[src/vid_pkg.sv]
/*
 * Shared definitions for the arcade video pipeline
 *   Frame geometry and blanking/sync positions
 *   Tile RAM, font PROM and palette PROM sizes
 *   Pipeline depth and PROM programming selector
 *   Beam, sync, text pixel, tile and colour structs
 */
`default_nettype none

package vid_pkg;

    // Horizontal geometry in pixels
    localparam int H_TOTAL  = 64;
    localparam int H_VIS    = 48;
    localparam int HS_START = 52;
    localparam int HS_END   = 56;   // Exclusive

    // Vertical geometry in lines
    localparam int V_TOTAL  = 40;
    localparam int V_VIS    = 32;
    localparam int VS_START = 34;
    localparam int VS_END   = 36;   // Exclusive

    localparam int TILE_COLS = 8;
    localparam int TILE_ROWS = 4;
    localparam int TILE_AW   = 5;
    localparam int FONT_AW   = 7;   // Code plus glyph row
    localparam int PAL_AW    = 4;

    // CPU address of the background colour register
    localparam int BG_ADDR = 32;

    // Beam position to colour output
    localparam int PIPE_DEPTH = 4;

    localparam logic PROG_FONT = 1'b0;
    localparam logic PROG_PAL  = 1'b1;

    typedef struct packed {
        logic [5:0] h;
        logic [5:0] v;
    } beam_t;

    // All flags active high
    typedef struct packed {
        logic hb;
        logic vb;
        logic hs;
        logic vs;
    } sync_t;

    typedef struct packed {
        logic [3:0] colour;
        logic       opaque;
    } txt_pix_t;

    typedef struct packed {
        logic [2:0] red;
        logic [2:0] green;
        logic [1:0] blue;
    } rgb_t;

    typedef struct packed {
        logic [3:0] code;
        logic [3:0] colour;
    } tile_t;

endpackage

`default_nettype wire

[src/vid_delay.sv]
/*
 * Fixed-depth delay line for any packed payload
 *   Shift chain advanced on the pixel enable
 */
`timescale 1ns/1ps
`default_nettype none

module vid_delay #(
    parameter type T     = logic,
    parameter int  DEPTH = 1
)(
    input  wire     clk,
    input  wire     rst_n,
    input  wire     pxl_cen,

    input  wire T   din,
    output T        dout
);

T chain [DEPTH];

always_ff @(posedge clk or negedge rst_n) begin
    if (!rst_n) begin
        chain <= '{default: '0};
    end else if (pxl_cen) begin
        chain[0] <= din;
        for (int i = 1; i < DEPTH; i++) begin
            chain[i] <= chain[i-1];
        end
    end
end

assign dout = chain[DEPTH-1];   // Oldest entry

endmodule

`default_nettype wire

[src/vid_timing.sv]
/*
 * Beam timing generator
 *   Free-running horizontal and vertical counters
 *   Registered blanking and sync flags aligned with the counters
 */
`timescale 1ns/1ps
`default_nettype none

module vid_timing(
    input  wire             clk,
    input  wire             rst_n,
    input  wire             pxl_cen,    // Pixel step enable

    output vid_pkg::beam_t  beam,
    output vid_pkg::sync_t  syn_raw
);

logic [5:0] h_nx;
logic [5:0] v_nx;
logic       h_last;
logic       v_last;

assign h_last = beam.h == 6'(vid_pkg::H_TOTAL - 1);
assign v_last = beam.v == 6'(vid_pkg::V_TOTAL - 1);

// Next beam position, the flags below are decoded from it
always_comb begin
    h_nx = beam.h + 6'd1;
    v_nx = beam.v;
    if (h_last) begin
        h_nx = 6'd0;
        v_nx = v_last ? 6'd0 : beam.v + 6'd1;
    end
end

always_ff @(posedge clk or negedge rst_n) begin
    if (!rst_n) begin
        beam    <= '0;
        syn_raw <= '0;
    end else if (pxl_cen) begin
        beam.h     <= h_nx;
        beam.v     <= v_nx;
        syn_raw.hb <= h_nx >= 6'(vid_pkg::H_VIS);
        syn_raw.vb <= v_nx >= 6'(vid_pkg::V_VIS);
        syn_raw.hs <= h_nx >= 6'(vid_pkg::HS_START) &&
                      h_nx <  6'(vid_pkg::HS_END);
        syn_raw.vs <= v_nx >= 6'(vid_pkg::VS_START) &&
                      v_nx <  6'(vid_pkg::VS_END);
    end
end

endmodule

`default_nettype wire

[src/vid_txt.sv]
/*
 * Text layer
 *   Tile RAM written by the CPU
 *   Font PROM loaded through the programming port
 *   Three-step fetch and serialisation of the glyph row
 */
`timescale 1ns/1ps
`default_nettype none

module vid_txt(
    input  wire                 clk,
    input  wire                 rst_n,
    input  wire                 pxl_cen,

    input  wire vid_pkg::beam_t beam,
    // CPU interface
    input  wire                 cpu_we,
    input  wire     [ 5:0]      cpu_addr,
    input  wire     [ 7:0]      cpu_data,
    // PROM programming
    input  wire                 prog_we,
    input  wire                 prog_sel,
    input  wire     [ 6:0]      prog_addr,
    input  wire     [ 7:0]      prog_data,

    output vid_pkg::txt_pix_t   txt
);

localparam int TILE_N = vid_pkg::TILE_COLS * vid_pkg::TILE_ROWS;

vid_pkg::tile_t tile_ram [TILE_N];
logic [7:0]     font_rom [2**vid_pkg::FONT_AW];

logic [vid_pkg::TILE_AW-1:0] tile_addr;
logic [vid_pkg::FONT_AW-1:0] font_addr;

vid_pkg::tile_t tile_q;     // Step 1
logic [2:0]     row_q;
logic [7:0]     font_q;     // Step 2
logic [3:0]     col_q;
logic [2:0]     pix_off;    // Pixel within the cell, aligned with font_q

// Row v/8 and column h/8, rows past the screen wrap
assign tile_addr = {beam.v[4:3], beam.h[5:3]};
assign font_addr = {tile_q.code, row_q};

always_ff @(posedge clk) begin
    if (cpu_we && cpu_addr < 6'(TILE_N)) begin
        tile_ram[cpu_addr[vid_pkg::TILE_AW-1:0]] <= cpu_data;
    end
end

always_ff @(posedge clk) begin
    if (prog_we && prog_sel == vid_pkg::PROG_FONT) begin
        font_rom[prog_addr] <= prog_data;
    end
end

// Tile fetch
always_ff @(posedge clk) begin
    if (pxl_cen) begin
        tile_q <= tile_ram[tile_addr];
        row_q  <= beam.v[2:0];
    end
end

// Glyph row fetch, colour follows along
always_ff @(posedge clk) begin
    if (pxl_cen) begin
        font_q <= font_rom[font_addr];
        col_q  <= tile_q.colour;
    end
end

vid_delay #(
    .T          ( logic [2:0]   ),
    .DEPTH      ( 2             )
) u_off_dly(
    .clk        ( clk           ),
    .rst_n      ( rst_n         ),
    .pxl_cen    ( pxl_cen       ),
    .din        ( beam.h[2:0]   ),
    .dout       ( pix_off       )
);

// Leftmost pixel is the MSB of the glyph row
always_ff @(posedge clk) begin
    if (pxl_cen) begin
        txt.opaque <= font_q[3'd7 - pix_off];
        txt.colour <= col_q;
    end
end

endmodule

`default_nettype wire

[src/vid_colmix.sv]
/*
 * Colour mixer
 *   Background colour register written by the CPU
 *   Text over background priority
 *   Palette PROM lookup with blanking to black
 */
`timescale 1ns/1ps
`default_nettype none

module vid_colmix(
    input  wire                     clk,
    input  wire                     rst_n,
    input  wire                     pxl_cen,

    input  wire vid_pkg::txt_pix_t  txt,
    input  wire vid_pkg::sync_t     syn_dly,
    // CPU interface
    input  wire                     cpu_we,
    input  wire     [ 5:0]          cpu_addr,
    input  wire     [ 7:0]          cpu_data,
    // PROM programming
    input  wire                     prog_we,
    input  wire                     prog_sel,
    input  wire     [ 6:0]          prog_addr,
    input  wire     [ 7:0]          prog_data,

    output vid_pkg::rgb_t           rgb,
    output vid_pkg::sync_t          syn
);

localparam logic [1:0] FILL_DONE = 2'(vid_pkg::PIPE_DEPTH - 1);

vid_pkg::rgb_t pal_rom [2**vid_pkg::PAL_AW];

logic [vid_pkg::PAL_AW-1:0] bg_col;
logic [vid_pkg::PAL_AW-1:0] pal_idx;
logic [1:0]                 fill;   // Pixel steps since reset, saturating
logic                       blank;

always_ff @(posedge clk) begin
    if (prog_we && prog_sel == vid_pkg::PROG_PAL) begin
        pal_rom[prog_addr[vid_pkg::PAL_AW-1:0]] <= prog_data;
    end
end

always_ff @(posedge clk or negedge rst_n) begin
    if (!rst_n) begin
        bg_col <= '0;
    end else if (cpu_we && cpu_addr == 6'(vid_pkg::BG_ADDR)) begin
        bg_col <= cpu_data[vid_pkg::PAL_AW-1:0];
    end
end

assign pal_idx = txt.opaque ? txt.colour : bg_col;

// Black while the earlier stages still hold reset-time data
assign blank = syn_dly.hb | syn_dly.vb | (fill != FILL_DONE);

always_ff @(posedge clk or negedge rst_n) begin
    if (!rst_n) begin
        fill <= '0;
        rgb  <= '0;
        syn  <= '0;
    end else if (pxl_cen) begin
        if (fill != FILL_DONE) begin
            fill <= fill + 2'd1;
        end
        rgb <= blank ? '0 : pal_rom[pal_idx];
        syn <= syn_dly;     // Leaves together with rgb
    end
end

endmodule

`default_nettype wire

[src/vid_video.sv]
/*
 * Video subsystem top level
 *   Beam timing, text layer, sync delay line and colour mixer
 */
`timescale 1ns/1ps
`default_nettype none

module vid_video(
    input  wire             clk,
    input  wire             rst_n,
    input  wire             pxl_cen,
    // CPU interface
    input  wire             cpu_we,
    input  wire  [ 5:0]     cpu_addr,
    input  wire  [ 7:0]     cpu_data,
    // PROM programming
    input  wire             prog_we,
    input  wire             prog_sel,
    input  wire  [ 6:0]     prog_addr,
    input  wire  [ 7:0]     prog_data,
    // Video out
    output vid_pkg::rgb_t   rgb,
    output vid_pkg::sync_t  syn
);

vid_pkg::beam_t     beam;
vid_pkg::sync_t     syn_raw;
vid_pkg::sync_t     syn_dly;
vid_pkg::txt_pix_t  txt;

vid_timing u_timing(
    .clk        ( clk           ),
    .rst_n      ( rst_n         ),
    .pxl_cen    ( pxl_cen       ),
    .beam       ( beam          ),
    .syn_raw    ( syn_raw       )
);

vid_txt u_txt(
    .clk        ( clk           ),
    .rst_n      ( rst_n         ),
    .pxl_cen    ( pxl_cen       ),
    .beam       ( beam          ),
    .cpu_we     ( cpu_we        ),
    .cpu_addr   ( cpu_addr      ),
    .cpu_data   ( cpu_data      ),
    .prog_we    ( prog_we       ),
    .prog_sel   ( prog_sel      ),
    .prog_addr  ( prog_addr     ),
    .prog_data  ( prog_data     ),
    .txt        ( txt           )
);

// Matches the three text fetch steps
vid_delay #(
    .T          ( vid_pkg::sync_t           ),
    .DEPTH      ( vid_pkg::PIPE_DEPTH - 1   )
) u_syn_dly(
    .clk        ( clk           ),
    .rst_n      ( rst_n         ),
    .pxl_cen    ( pxl_cen       ),
    .din        ( syn_raw       ),
    .dout       ( syn_dly       )
);

vid_colmix u_colmix(
    .clk        ( clk           ),
    .rst_n      ( rst_n         ),
    .pxl_cen    ( pxl_cen       ),
    .txt        ( txt           ),
    .syn_dly    ( syn_dly       ),
    .cpu_we     ( cpu_we        ),
    .cpu_addr   ( cpu_addr      ),
    .cpu_data   ( cpu_data      ),
    .prog_we    ( prog_we       ),
    .prog_sel   ( prog_sel      ),
    .prog_addr  ( prog_addr     ),
    .prog_data  ( prog_data     ),
    .rgb        ( rgb           ),
    .syn        ( syn           )
);

endmodule

`default_nettype wire

[config.mk]
export PLATFORM = sky130hd
export DESIGN_NAME = vid_video
export DESIGN_NICKNAME = d
export VERILOG_FILES = /design/src/vid_pkg.sv /design/src/vid_delay.sv /design/src/vid_timing.sv /design/src/vid_txt.sv /design/src/vid_colmix.sv /design/src/vid_video.sv
export SDC_FILE = /design/constraint.sdc
export NUM_CORES = 1
export LEC_CHECK = 0
export BUFFER_PORTS_ARGS = -buffer_cell sky130_fd_sc_hd__clkbuf_2
export CORE_ASPECT_RATIO = 0.7
export CORE_MARGIN = 2
export CORE_UTILIZATION = 46
export DETAILED_ROUTE_END_ITERATION = 10
export GPL_TIMING_DRIVEN = 0
export PLACE_DENSITY = 0.61
export SETUP_SLACK_MARGIN = 0.4
export SYNTH_ARGS = -nofsm -noshare
export SYNTH_HDL_FRONTEND = slang
export SYNTH_SLANG_ARGS = --single-unit
export TNS_END_PERCENT = 5
[constraint.sdc]
create_clock -name clk -period 4 [get_ports clk]
set_input_delay 0.6 -clock clk [delete_from_list [all_inputs] [get_ports clk]]
set_output_delay 0.6 -clock clk [all_outputs]
set_load 0.01 [all_outputs]
==> metrics.txt <==
remaining antenna violation count 0; sequential element share of the synthesized area 77.3%; vias in the first global route 27506; Cell Count, Final, Fillers Out ~4500; Worst Path Required around 4.5 ns; Async SR Flop Fraction under 10%; CP arrival slightly above 4 ns; Mapped Cells roughly 2500; slew at the pin closest to its max-slew limit about 1.3 ns; Leak Pwr just over 20 nW; first-pass GRT wire length between 150 and 200 mm; HPWL after detailed placement between 90 and 100 mm; outcome finished clean; initial antenna violation count 13; Clock H-tree levels 4; syn_area_per_cell 23.0 um2; Vias approximately 27000; placed insts 4199; Chip Height 300 um; Core ar. ~0.12 mm2; clock sink count between 1000 and 1500; min cycle time layout 3.62 ns; die area around 0.13 mm2; Final Wtd Congestion between 0.8 and 0.9; drt pass-1 iters 5; Largest stage delay, worst path ~0.59 ns; drt first-iter violations between 3000 and 4000; Max Fclk approximately 0.28 GHz; slowest CP cell mux4_2; via density per instance slightly above 6; max-slew violations 0; share of layout cells above drive strength 1 between 20% and 30%; Hold Fails Final Rpt 0; GRT Total Usage 22.1%; # rows 108; Layout area overhead 13.0%; Inserted Clock Buffers approximately 140; CP endpoint kind flip-flop; Clock Latency Late Sink approximately 0.79 ns; Die Wd between 400 and 500 um; postcts setup bufs 0; Mapped Area approximately 0.057 mm2; Synth cell types 48; Min Hold Slack between 0.09 and 0.1 ns; io pins 47; Setup CP Type flip-flop to flip-flop; Max Cap Viol 0; largest fanout on the critical path 10; Mapped Nets about 2500; fin nets about 2700; root buf cell clkbuf_16; synthesis-stage register bit count ~1500; final WL about 140 mm; RSZ-0062 raised after global routing true; grt total ovfl 0; crit-path cells clkbuf_2, buf_2, mux4_2, mux4_2, mux4_2, mux2_2; CTS tree built; Synth Flop Type edfxtp_1; clock-pin slew on the worst setup and hold paths roughly 0.060 ns; largest cells by area after synthesis edfxtp_1 75%, mux4_2 18%, dfrtp_1 2.3%; clk_skew between 0.03 and 0.04 ns; Yosys warning count 0; crit start category flip-flop; power density cells 567 mW/mm2; worst hold path class input port to flip-flop; Core Util, Final a little over half; Synth top area share between 70% and 80%; Setup TNS 0 ns; EDFF count, synth 1436; Slew headroom between 10% and 20%; largest net degree at the start of global routing 145; Starting Density 46.4%; final setup fails 0; CTS Buffer Depth 3; Final period util between 90% and 100%; cell mode on critical path mux4_2; Synth area leader edfxtp_1; # DRC 0; Max VDD drop 0.501 mV; WL/cell 31.0 um; PortBufs between 40 and 50
## routing by layer
layer  global-route usage, %  part of all wire, %  up-vias
li1                        -                    -    10989
met1                    34.6                   44    14626
met2                    30.4                   43     1349
met3                    6.13                   10      195
met4                    6.07                  2.0        0
met5                       0                    0        -
## worst paths after layout
kind,from,end,slack [ns],cells past startpoint
setup / recovery,u_txt.row_q[2]$_DFFE_PP_,u_txt.font_q[7]$_DFFE_PP_,0.38,6
hold / removal,prog_data[4],u_colmix.pal_rom[11][4]$_DFFE_PP_,0.1,1
setup reg to reg,u_txt.row_q[2]$_DFFE_PP_,u_txt.font_q[7]$_DFFE_PP_,0.38,6
hold reg to reg,u_txt.tile_q[3]$_DFFE_PP_,u_txt.col_q[3]$_DFFE_PP_,0.43,0
max in group asynchronous,rst_n,u_colmix.bg_col[0]$_DFFE_PN0P_,3.01,2
min in group asynchronous,rst_n,u_timing.beam[4]$_DFFE_PN0P_,0.44,2
## synth_stat cells (all sizes together) (5+ instances only)
cell	number
nor2	178
a21oi	16
o21ai	7
buf	57
nand3b	9
clkbuf	73
edfxtp	1436
nor2b	9
mux4	449
and3	6
nand3	22
nand2	57
inv	5
nor3	10
dfrtp	52
a211o	9
xnor2	5
nand2b	6
mux2	49
## critical path, delay by kind of cell (launching register included)
family                 cells  cell delay, ns
buffers and inverters      2            1.02
DFF                        1            0.44
muxes                      4            1.88
## registers in the layout, indices dropped and copies added (netlist names), 5 cells and up
register and count:
u_colmix.pal_rom 128, u_colmix.rgb 8, u_syn_dly.chain 8, u_timing.beam 12
u_txt.font_q 8, u_txt.font_rom 1024, u_txt.tile_ram 256, u_txt.txt 5
## layout by cell type (no fill, tap or decap), types with 7 or more instances in the layout
master / synthesis / routed
edfxtp_1: 1436 / 1436
mux4_2: 449 / 449
nor2_1: 178 / 178
clkbuf_16: 0 / 147
clkbuf_1: 73 / 77
nand2_1: 57 / 57
clkbuf_2: 0 / 56
dfrtp_1: 52 / 52
mux2_2: 49 / 49
buf_2: 24 / 33
clkinv_1: 1 / 28
clkinv_2: 0 / 23
nand3_1: 22 / 22
bufinv_16: 0 / 19
a21oi_1: 16 / 16
buf_1: 26 / 11
nor2b_1: 9 / 9
nor3_1: 10 / 9
nand3b_1: 9 / 9
a211o_1: 9 / 9
clkbuf_8: 0 / 9
buf_4: 4 / 8
buf_16: 0 / 8
diode_2: 0 / 7
o21ai_0: 7 / 7
## stage by stage
stage | worst slack, ns | power [mW] | instance area [um2]
finish | 0.382 | 36.9 | 65000
global route | 0.322 | 38.0 | 65000
CTS | 0.348 | 37.1 | 64900
detailed placement | -0.399 | 23.3 | 60100
global placement | -0.339 | 23.2 | 59800
floorplan | 1.07 | 21.2 | 57500
## what timing repair did
item                                   4_1_cts  5_1_grt
gates resized for setup                     31       21
setup endpoints to repair                   16       16
hold buffers                                 0        1
pin swaps                                    0        0
endpoints found under the hold margin        0       52
gates cloned                                 0        0
## logic make-up (layout without fill, tap and decap cells)
family,after synthesis,count (layout),synth area share (%)
DFF,1488,1488,77.3
muxes,502,502,18.6
xor gates and xnor gates,7,7,0.107
other,0,7,0
adders and majority gates,4,4,0.0871
AOI/OAI and AO/OA,49,49,0.590
buffers and inverters,136,451,1.01
and+or+nand+nor,311,311,2.33
## report_power, final
part	leakage [nW]	internal (mW)	switching, mW
logic	4.23	2.41	2.99
registers	13.6	17.4	0.182
clock network	2.33	8.02	5.85
## area by class of cell
cell class,count,area [um2]
clock inverters,87,1000
well taps,1650,2060
inverters,6,22.5
diodes,7,17.5
fillers,9388,58900
multi-input cells,873,12500
repair buffers,54,536
plain buffers,130,627
flip-flops and latches,1488,44400
clock buffers,174,3790
Power figures use the tool's default switching activity.
